### config.mk
export PLATFORM = sky130hd
export DESIGN_NAME = vstat_top
export DESIGN_NICKNAME = d
export VERILOG_FILES = /design/src/vstat_pkg.sv /design/src/vstat_fp_add.sv /design/src/vstat_fp_red_max.sv /design/src/vstat_fp_red_sum.sv /design/src/vstat_join.sv /design/src/vstat_top.sv
export SDC_FILE = /design/constraint.sdc
export NUM_CORES = 1
export LEC_CHECK = 0
export BUFFER_PORTS_ARGS = -buffer_cell sky130_fd_sc_hd__clkbuf_2
export CORE_MARGIN = 3
export CORE_UTILIZATION = 57
export DETAILED_ROUTE_END_ITERATION = 6
export HOLD_SLACK_MARGIN = 0.12
export PLACE_DENSITY = 0.72
export SKIP_CTS_REPAIR_TIMING = 1
export SLEW_MARGIN = 15
export SYNTH_ARGS = -nofsm -noshare
export SYNTH_HDL_FRONTEND = slang
export SYNTH_SLANG_ARGS = --single-unit
### constraint.sdc
create_clock -name clk_i -period 15.6 [get_ports clk_i]
set_input_delay 1.56 -clock clk_i [delete_from_list [all_inputs] [get_ports clk_i]]
set_output_delay 1.56 -clock clk_i [all_outputs]
set_load 0.01 [all_outputs]
### src/vstat_pkg.sv
`default_nettype none

package vstat_pkg;

    localparam int unsigned VECT_WIDTH  = 4;
    localparam int unsigned IN_WIDTH    = 16;    // bfloat16
    localparam int unsigned ACC_WIDTH   = 32;    // binary32
    localparam int unsigned TAG_WIDTH   = 8;

    // upstream beats in flight, also sizes the result queue
    localparam int unsigned IN_CREDITS  = 4;
    localparam int unsigned OUT_CREDITS = 2;

    localparam int unsigned SUM_LAT     = 2;
    localparam int unsigned MAX_LAT     = 1;

    typedef logic [IN_WIDTH - 1 : 0]                 in_fp_t;
    typedef logic [ACC_WIDTH - 1 : 0]                acc_fp_t;
    typedef logic [VECT_WIDTH - 1 : 0]               strb_t;
    typedef logic [VECT_WIDTH * IN_WIDTH - 1 : 0]    vect_t;
    typedef logic [TAG_WIDTH - 1 : 0]                tag_t;

    // holds 0 to IN_CREDITS inclusive
    typedef logic [$clog2(IN_CREDITS + 1) - 1 : 0]   cnt_t;

    localparam in_fp_t BF16_NEG_INF = 16'hff80;    // max of an all-disabled beat

endpackage

`default_nettype wire

### src/vstat_fp_add.sv
`timescale 1ns/1ps
`default_nettype none

module vstat_fp_add
import vstat_pkg::*;
(
    input   acc_fp_t    a_i     ,
    input   acc_fp_t    b_i     ,
    output  acc_fp_t    sum_o
);

    logic               a_zero;
    logic               b_zero;
    logic [23 : 0]      man_a;
    logic [23 : 0]      man_b;
    logic               a_big;
    logic               sign_big;
    logic               eff_sub;
    logic [7 : 0]       exp_big;
    logic [7 : 0]       exp_diff;
    logic [26 : 0]      big_ext;
    logic [26 : 0]      small_ext;
    logic [26 : 0]      small_sh;
    logic [27 : 0]      sum_mag;
    logic [4 : 0]       lz;
    logic [27 : 0]      norm;
    logic signed [9 : 0] exp_res;

    // a zero exponent field means zero or denormal, both read as zero
    assign a_zero = (a_i[30 : 23] == 8'd0);
    assign b_zero = (b_i[30 : 23] == 8'd0);

    assign man_a = a_zero ? 24'd0 : {1'b1, a_i[22 : 0]};
    assign man_b = b_zero ? 24'd0 : {1'b1, b_i[22 : 0]};

    assign a_big    = ({a_i[30 : 23], man_a} >= {b_i[30 : 23], man_b});    // magnitude order
    assign sign_big = a_big ? a_i[31] : b_i[31];
    assign exp_big  = a_big ? a_i[30 : 23] : b_i[30 : 23];
    assign exp_diff = a_big ? (a_i[30 : 23] - b_i[30 : 23])
                            : (b_i[30 : 23] - a_i[30 : 23]);

    // three guard bits, bits shifted past them are simply dropped
    assign big_ext   = {a_big ? man_a : man_b, 3'b000};
    assign small_ext = {a_big ? man_b : man_a, 3'b000};
    assign small_sh  = small_ext >> exp_diff;

    assign eff_sub = a_i[31] ^ b_i[31];

    // the big operand is never smaller so the difference stays positive
    assign sum_mag = eff_sub ? ({1'b0, big_ext} - {1'b0, small_sh})
                             : ({1'b0, big_ext} + {1'b0, small_sh});

    always_comb begin
        lz = 5'd28;
        for (int i = 0; i < 28; i++) begin
            if (sum_mag[i]) begin
                lz = 5'(27 - i);    // highest set bit is the last one to hit
            end
        end
    end

    assign norm    = sum_mag << lz;
    assign exp_res = $signed({2'b00, exp_big}) + 10'sd1 - $signed({5'd0, lz});

    // truncation keeps the bits below the leading one and drops the rest
    always_comb begin
        if (sum_mag == 28'd0 || exp_res <= 10'sd0) begin
            sum_o = '0;    // exact cancellation and underflow both give +0
        end else if (exp_res >= 10'sd255) begin
            sum_o = {sign_big, 8'hff, 23'd0};
        end else begin
            sum_o = {sign_big, exp_res[7 : 0], norm[26 : 4]};
        end
    end

endmodule

`default_nettype wire

### src/vstat_fp_red_max.sv
`timescale 1ns/1ps
`default_nettype none

module vstat_fp_red_max
import vstat_pkg::*;
(
    input   logic       clk_i       ,
    input   logic       rst_i       ,
    input   logic       valid_i     ,
    input   strb_t      strb_i      ,
    input   vect_t      vect_i      ,
    output  logic       valid_o     ,
    output  in_fp_t     res_o
);

    in_fp_t                 lane [VECT_WIDTH];
    in_fp_t                 win_lo;
    in_fp_t                 win_hi;
    in_fp_t                 winner;
    logic [MAX_LAT - 1 : 0] valid_q;

    // sign-magnitude order, +0 and -0 are equal
    function automatic logic bf16_gt(in_fp_t a, in_fp_t b);
        if (a[14 : 0] == 15'd0 && b[14 : 0] == 15'd0) begin
            return 1'b0;
        end
        if (a[15] != b[15]) begin
            return b[15];
        end
        if (!a[15]) begin
            return a[14 : 0] > b[14 : 0];
        end
        return a[14 : 0] < b[14 : 0];
    endfunction

    // disabled lanes lose every compare, denormals keep only their sign
    for (genvar i = 0; i < VECT_WIDTH; i++) begin : gen_lane
        assign lane[i] = !strb_i[i] ? BF16_NEG_INF
                       : (vect_i[i * IN_WIDTH + 7 +: 8] == 8'd0)
                         ? {vect_i[i * IN_WIDTH + 15], 15'd0}
                         : vect_i[i * IN_WIDTH +: IN_WIDTH];
    end

    // the upper lane has to be strictly larger to win a tie
    assign win_lo = bf16_gt(lane[1], lane[0]) ? lane[1] : lane[0];
    assign win_hi = bf16_gt(lane[3], lane[2]) ? lane[3] : lane[2];
    assign winner = bf16_gt(win_hi, win_lo) ? win_hi : win_lo;

    always_ff @(posedge clk_i) begin
        if (rst_i) begin
            valid_q <= '0;
        end else begin
            valid_q <= MAX_LAT'({valid_q, valid_i});
        end
    end

    always_ff @(posedge clk_i) begin
        if (valid_i) begin
            res_o <= winner;
        end
    end

    assign valid_o = valid_q[MAX_LAT - 1];

endmodule

`default_nettype wire

### src/vstat_fp_red_sum.sv
`timescale 1ns/1ps
`default_nettype none

module vstat_fp_red_sum
import vstat_pkg::*;
(
    input   logic       clk_i       ,
    input   logic       rst_i       ,
    input   logic       valid_i     ,
    input   strb_t      strb_i      ,
    input   vect_t      vect_i      ,
    input   tag_t       tag_i       ,
    output  logic       valid_o     ,
    output  acc_fp_t    res_o       ,
    output  tag_t       tag_o
);

    acc_fp_t                lane_wide [VECT_WIDTH];
    acc_fp_t                pair_sum [2];
    acc_fp_t                pair_q [2];
    acc_fp_t                total;
    tag_t                   tag_q;
    logic [SUM_LAT - 1 : 0] valid_q;

    // widening bfloat16 to binary32 only pads the low mantissa bits
    for (genvar i = 0; i < VECT_WIDTH; i++) begin : gen_widen
        assign lane_wide[i] = strb_i[i]
            ? {vect_i[i * IN_WIDTH +: IN_WIDTH], {(ACC_WIDTH - IN_WIDTH){1'b0}}}
            : '0;
    end

    for (genvar p = 0; p < 2; p++) begin : gen_pair_add
        vstat_fp_add i_pair_add (
            .a_i    (   lane_wide[2 * p]        ),
            .b_i    (   lane_wide[2 * p + 1]    ),
            .sum_o  (   pair_sum[p]             )
        );
    end

    vstat_fp_add i_final_add (
        .a_i    (   pair_q[0]   ),
        .b_i    (   pair_q[1]   ),
        .sum_o  (   total       )
    );

    always_ff @(posedge clk_i) begin
        if (rst_i) begin
            valid_q <= '0;
        end else begin
            valid_q <= SUM_LAT'({valid_q, valid_i});    // one bit per stage
        end
    end

    always_ff @(posedge clk_i) begin
        if (valid_i) begin
            pair_q[0] <= pair_sum[0];
            pair_q[1] <= pair_sum[1];
            tag_q     <= tag_i;
        end
    end

    always_ff @(posedge clk_i) begin
        if (valid_q[0]) begin
            res_o <= total;
            tag_o <= tag_q;
        end
    end

    assign valid_o = valid_q[SUM_LAT - 1];

endmodule

`default_nettype wire

### src/vstat_join.sv
`timescale 1ns/1ps
`default_nettype none

module vstat_join
import vstat_pkg::*;
(
    input   logic       clk_i           ,
    input   logic       rst_i           ,
    input   logic       sum_valid_i     ,
    input   acc_fp_t    sum_i           ,
    input   tag_t       tag_i           ,
    input   logic       max_valid_i     ,
    input   in_fp_t     max_i           ,
    input   logic       out_credit_i    ,
    output  logic       valid_o         ,
    output  acc_fp_t    sum_o           ,
    output  in_fp_t     max_o           ,
    output  tag_t       tag_o           ,
    output  logic       in_credit_o
);

    // max results wait here for the slower sum of the same beat
    in_fp_t     max_buf [SUM_LAT - MAX_LAT + 1];
    logic       mb_wr;
    logic       mb_rd;

    acc_fp_t    q_sum [IN_CREDITS];
    in_fp_t     q_max [IN_CREDITS];
    tag_t       q_tag [IN_CREDITS];

    logic [$clog2(IN_CREDITS) - 1 : 0]  q_wr;
    logic [$clog2(IN_CREDITS) - 1 : 0]  q_rd;

    cnt_t       queue_cnt;
    cnt_t       credit_cnt;    // downstream credits currently held
    logic       pop;

    always_ff @(posedge clk_i) begin
        if (max_valid_i) begin
            max_buf[mb_wr] <= max_i;
        end
    end

    always_ff @(posedge clk_i) begin
        if (rst_i) begin
            mb_wr <= 1'b0;
            mb_rd <= 1'b0;
        end else begin
            if (max_valid_i) begin
                mb_wr <= ~mb_wr;
            end
            if (sum_valid_i) begin
                mb_rd <= ~mb_rd;
            end
        end
    end

    // a pair is queued in the cycle its sum arrives
    always_ff @(posedge clk_i) begin
        if (sum_valid_i) begin
            q_sum[q_wr] <= sum_i;
            q_max[q_wr] <= max_buf[mb_rd];
            q_tag[q_wr] <= tag_i;
        end
    end

    assign pop = (queue_cnt != '0) && (credit_cnt != '0);

    always_ff @(posedge clk_i) begin
        if (rst_i) begin
            q_wr       <= '0;
            q_rd       <= '0;
            queue_cnt  <= '0;
            credit_cnt <= cnt_t'(OUT_CREDITS);
        end else begin
            if (sum_valid_i) begin
                q_wr <= q_wr + 1'b1;
            end
            if (pop) begin
                q_rd <= q_rd + 1'b1;
            end
            queue_cnt  <= queue_cnt + cnt_t'(sum_valid_i) - cnt_t'(pop);
            credit_cnt <= credit_cnt + cnt_t'(out_credit_i) - cnt_t'(pop);    // send and return may coincide
        end
    end

    assign valid_o     = pop;
    assign sum_o       = q_sum[q_rd];
    assign max_o       = q_max[q_rd];
    assign tag_o       = q_tag[q_rd];
    assign in_credit_o = pop;    // each result leaving frees one upstream slot

endmodule

`default_nettype wire

### src/vstat_top.sv
`timescale 1ns/1ps
`default_nettype none

module vstat_top
import vstat_pkg::*;
(
    input   logic       clk_i           ,
    input   logic       rst_i           ,
    input   logic       valid_i         ,
    input   strb_t      strb_i          ,
    input   vect_t      vect_i          ,
    input   tag_t       tag_i           ,
    input   logic       out_credit_i    ,
    output  logic       valid_o         ,
    output  acc_fp_t    sum_o           ,
    output  in_fp_t     max_o           ,
    output  tag_t       tag_o           ,
    output  logic       in_credit_o
);

    logic       sum_valid;
    acc_fp_t    sum_res;
    tag_t       sum_tag;
    logic       max_valid;
    in_fp_t     max_res;

    vstat_fp_red_sum i_red_sum (
        .clk_i      (   clk_i       ),
        .rst_i      (   rst_i       ),
        .valid_i    (   valid_i     ),
        .strb_i     (   strb_i      ),
        .vect_i     (   vect_i      ),
        .tag_i      (   tag_i       ),
        .valid_o    (   sum_valid   ),
        .res_o      (   sum_res     ),
        .tag_o      (   sum_tag     )
    );

    vstat_fp_red_max i_red_max (
        .clk_i      (   clk_i       ),
        .rst_i      (   rst_i       ),
        .valid_i    (   valid_i     ),
        .strb_i     (   strb_i      ),
        .vect_i     (   vect_i      ),
        .valid_o    (   max_valid   ),
        .res_o      (   max_res     )
    );

    vstat_join i_join (
        .clk_i          (   clk_i           ),
        .rst_i          (   rst_i           ),
        .sum_valid_i    (   sum_valid       ),
        .sum_i          (   sum_res         ),
        .tag_i          (   sum_tag         ),
        .max_valid_i    (   max_valid       ),
        .max_i          (   max_res         ),
        .out_credit_i   (   out_credit_i    ),
        .valid_o        (   valid_o         ),
        .sum_o          (   sum_o           ),
        .max_o          (   max_o           ),
        .tag_o          (   tag_o           ),
        .in_credit_o    (   in_credit_o     )
    );

endmodule

`default_nettype wire

---- Word level (Yosys, flattened, before mapping) ----
Memory sizes are Yosys's and may differ from the RTL's. A register that Yosys moved wholly into a read port is not among the register bits.
Cells that the tools add are included.
operators by class
  $add $sub $neg .......................... 24
  multipliers ............................. 0
  div/mod/pow operators ................... 0
  order comparisons ....................... 15
  equality and inequality tests ........... 3
  shift operators ......................... 6
  multiplexer cells ....................... 178
  bitwise operators ....................... 5
  reductions and logical operators ........ 29
operators by type and width
  kind                                                                               count
  5-bit 2-to-1 mux                                                                   81
  24-bit 2-to-1 mux                                                                  12
  32-bit 2-to-1 mux                                                                  6
  16-bit 2-to-1 mux                                                                  7
  32-bit >= comparator                                                               3
  31-bit 2-to-1 mux                                                                  3
  15-bit zero test                                                                   6
  27-bit by 27-bit adder with 28-bit output                                          3
  28-bit zero test                                                                   3
  28-bit 2-to-1 mux                                                                  3
  28-bit by 5-bit left shift with 27-bit output                                      3
  27-bit by 27-bit subtractor with 28-bit output                                     3
  27-bit by 8-bit >> shifter with 27-bit output                                      3
  8-bit zero test                                                                    10
  15-bit 2-to-1 mux                                                                  4
  8-bit 2-to-1 mux                                                                   6
  8-bit subtractor                                                                   6
  1-bit 2-to-1 mux                                                                   47
  15-bit > comparator                                                                3
  15-bit less-than comparator                                                        3
  10-bit by 9-bit >= comparator with 1-bit output, second input constant             3
  10-bit by 1-bit less-or-equal comparator with 1-bit output, second input constant  3
  9-bit by 5-bit subtractor with 10-bit output                                       3
  8-bit by 1-bit adder with 9-bit output, second input constant                      3
  12 further kinds                                                                   33
word-level totals
  bits in registers ....................... 79
  latch bits .............................. 0
  bits in writable memories ............... 320
  bits in read-only memories .............. 0
  bits of input ports ..................... 80
  output and inout port bits .............. 58
  logic and storage cells ................. 278
  memories kept ........................... 5
memory list
  name              words  width  rd ports  clocked after memory_dff  wr ports  RTL line                text
  i_join.q_sum      4      32     1         1                         1         vstat_join.sv:27        acc_fp_t q_sum [IN_CREDITS];
  i_join.q_max      4      16     1         1                         1         vstat_join.sv:28        in_fp_t q_max [IN_CREDITS];
  i_red_sum.pair_q  2      32     2         0                         2         vstat_fp_red_sum.sv:20  acc_fp_t pair_q [2];
  i_join.max_buf    2      16     1         1                         1         vstat_join.sv:23        in_fp_t max_buf [SUM_LAT - MAX_LAT + 1];
  i_join.q_tag      4      8      1         1                         1         vstat_join.sv:29        tag_t q_tag [IN_CREDITS];

---- Logic depth before layout (Yosys ltp) ----
  depth in word-level cells ............... 40
  mapped depth ............................ 67

---- Hierarchy ----
From an unflattened synthesis, not the netlist that was laid out.
unflattened totals
  cells, all modules ...................... 5,443
  area total of the unflattened synthesis .. 46,308.2 µm²
modules (own cells, without submodules)
  module                                                instances  cells each  area each (µm²)
  vstat_fp_add at i_red_sum.i_final_add                 1          1,555       10,163.5
  vstat_join                                            1          414         9,968.3
  vstat_fp_add at i_red_sum.gen_pair_add[0].i_pair_add  1          1,466       9,795.6
  vstat_fp_add at i_red_sum.gen_pair_add[1].i_pair_add  1          1,482       9,716.8
  vstat_fp_red_sum                                      1          185         3,916.3
  vstat_fp_red_max                                      1          341         2,747.6

---- Worst setup path after synthesis ----
No wires, ideal clock.
  path kind ............................... reg2reg
  start ................................... memory i_red_sum.pair_q[0][24] in the netlist's numbering
  end ..................................... register i_red_sum.res_o[12] (data pin)
  library setup time ...................... 195 ps
  data arrival time ....................... 11,660 ps
  required time ........................... 15,405 ps
  slack ................................... 3,745 ps
  stages on the path, launching flop included .. 63
  buffers on the path ..................... 9
  clock period less this slack ............ 11,855 ps
  cells stage by stage .................... edfxtp_1 > nor4_1 > and2_1 > clkbuf_1 > inv_1 > clkbuf_1 > clkbuf_1 > and2_1 > ha_1 > nand4_1 > nor4_1 > nand2_1 > o221a_1 > buf_2 > nand2_1 > buf_2 > buf_2 > buf_1 > [27 not listed] > ha_1 > a21o_1 > a21oi_1 > o21bai_1 > a21oi_1 > inv_1 > a21oi_1 > nor2_1 > nor2_1 > xnor2_1 > o21a_1 > buf_1 > nor3_1 > nand2b_1 > nand2b_1 > o32ai_1 > nand2_1 > o311ai_0
RTL lines
  element               RTL line                text
  from (decl)           vstat_fp_red_sum.sv:20
  to (signal assigned)  vstat_fp_red_sum.sv:64  res_o <= total;
  to (decl)             vstat_fp_red_sum.sv:14  output acc_fp_t res_o ,

==> reports/metrics.yaml <==
timing.slew.headroom_pct: 24.9
ios: 138
diodes: 0
io_buffers: 137
synth_top_area_share_pct: 30.2
drt-initial-drc-count: 3579
design_area_um2: 40700
min_period_over_period_pct: 90.5
crit_fanout: 34
report.final.slew_viol_count: 0
start_util_pct: 57.8
yosys_warnings: 0
rsz0062_at_grt: "no"
yosysMostFrequentCell: "nand2_1"
synth_area_leaders: "edfxtp_1 30%, ha_1 8.6%, mux2i_1 6.1%, nand2_1 4.1%, mux4_2 4.1%"
grt_max_degree: 66
crit_path_frequent_cell: "a21oi_1"
timing.hold.ws_ns: 0.419
hold_class: "flip-flop to flip-flop"
die-area_um2: 70100
routed-via-count: 33500
crit_buf_inv: 4
criticalPathCategory: "flip-flop to flip-flop"
place_hpwl_um: 88100
ys_seq_elements: 401
clk_pin_slew_ns: 0.07
async_flop_share_pct: 0
gp_congestion: 1.02
wire_per_inst_um: 22.1
remaining_drc_errors: 8
critical-path-top-delay-family: "compound AO/OA/AOI/OAI gates"
worstSkewPairLatency_ns: 0.56
slowest_stage: "a21boi_2"
finalSetupViolCount: 0
syn_area_per_cell_um2: 9.06
core_um2: 66100
synthCells: 4213
yosys.area.top_type: "edfxtp_1"
antenna_found_initial: 2
fin_crit_ns: 14.11
critPathCaptureType: "flip-flop"
setup-tns-final_ns: 0
ys_top_cells_by_count: "418 x nand2_1, 384 x edfxtp_1, 326 x nor2_1"
viasPerCell: 6.55
fin_skew_ns: 0.0271
grt_pass1_vias: 31400
layout.nets: 4588
numCtsBuffers: 37
netlist_area_um2: 38200
cp-start-kind: "flip-flop"
place_area_um2: 39500
synthDistinctLibCells: 138
tightest_slew_ns: 1.12
violations: "DRC"
critPathArrivalTime_ns: 14.45
cts.sinks: 401
cpPeakStageDelay_ns: 0.69
hold_violations: 0
outcome: "finished with violations"
overflow: 0
cts_tree: "done"
first_pass_iters: 7
syn-num-nets: 4570
synth_ff_type: "edfxtp_1"
fp.dieW_um: 265
root_buffer: "clkbuf_16"
fmax_mhz: 70.9
synth_edf_count: 384
track_usage_pct: 31.5
clockBufferDepth: 3
die_height_um: 265
ant_nets: 0
area_delta_synth_final_pct: 6.47
max_cap_viol_count: 0
drive_gt1_share_pct: 12.9
critical_path_required_ns: 15.94
wirelength_um: 113000
h-tree-depth: 2
fp-row-count: 94
grt_pass1_wl_um: 178000
ys_seq_area_share_pct: 31.1
## sequential cells by signal (all words and copies together), names as in the netlist, 16 cells and up, named ones only
signal	flops
i_join.q_max	64
i_join.q_sum	128
i_join.max_buf	32
i_red_sum.pair_q	64
i_red_sum.res_o	32
i_join.q_tag	32
i_red_max.res_o	16
## logic make-up (layout without fill, tap and decap cells)
logic type               Yosys count  in the layout  synth area share (%)
multiplexers                     411            411                  13.5
AND/OR/NAND/NOR                 1432           1432                  18.4
adder cells (fa/ha/maj)          277            277                  9.35
buffers and inverters            481            524                  5.20
XOR/XNOR                         114            114                  2.63
AO/OA/AOI/OAI                   1097           1097                  19.8
flip-flops                       401            401                  31.1
## final cells by class
| type | count | area [um^2] |
|---|---|---|
| Clock inverter | 23 | 255 |
| Fill cell | 5727 | 25400 |
| Clock buffer | 41 | 941 |
| Timing Repair Buffer | 185 | 1050 |
| Sequential cell | 401 | 11900 |
| Tap cell | 864 | 1080 |
| Inverter | 275 | 1040 |
| Multi-Input combinational cell | 3331 | 24400 |
## final timing paths
kind / endpoint / slack, ns / from / cells after the start
setup / recovery: i_red_sum.res_o[12] / 1.49 / i_red_sum.pair_q[0][24] / 54
hold / removal: i_red_sum.tag_o[1] / 0.42 / i_red_sum.tag_q[1] / 0
setup reg to reg: i_red_sum.res_o[12] / 1.49 / i_red_sum.pair_q[0][24] / 54
hold reg to reg: i_red_sum.tag_o[1] / 0.42 / i_red_sum.tag_q[1] / 0
## stage by stage
step | cells | utilization [%] | setup WS [ns]
final | 5120 | 61.5 | 1.49
after global routing | 5120 | 61.5 | 0.168
after detailed placement | 5056 | 59.7 | 1.47
after CTS | 5120 | 61.5 | 1.89
after global placement | 5056 | 59.7 | 1.64
after floorplan | 4213 | - | 3.75
## cells in the final DEF, fill, tap and decap left out, drive strengths merged, types with 20 or more instances in the layout
master     n
inv      275
xor2      33
nor3     104
a21oi    261
nor4      36
a211o     21
mux4      69
o2111ai   22
o21a      52
nand4     49
buf       49
o22ai     39
nand2    419
mux2i    235
a21o      42
a31oi     48
edfxtp   384
clkbuf   177
and3      39
o211ai    52
nor2     331
a211oi    49
and2      84
nand3    126
o31ai     20
or3       36
nand2b    80
xnor2     81
or2       26
o21bai    29
ha       263
nor2b     46
mux2     107
o21ai    251
## metal layers
metal  up-vias  share of wire (%)  global-route usage, %
li1      15800                  -                      -
met1     15900                 43                   43.5
met2      1526                 46                   52.0
met3       273                7.6                   4.00
met4         0                3.3                   9.40
met5         -                  0                      0
Power is not shown: default switching activity piles up to over one toggle a cycle in this logic, so the estimate is an artifact.
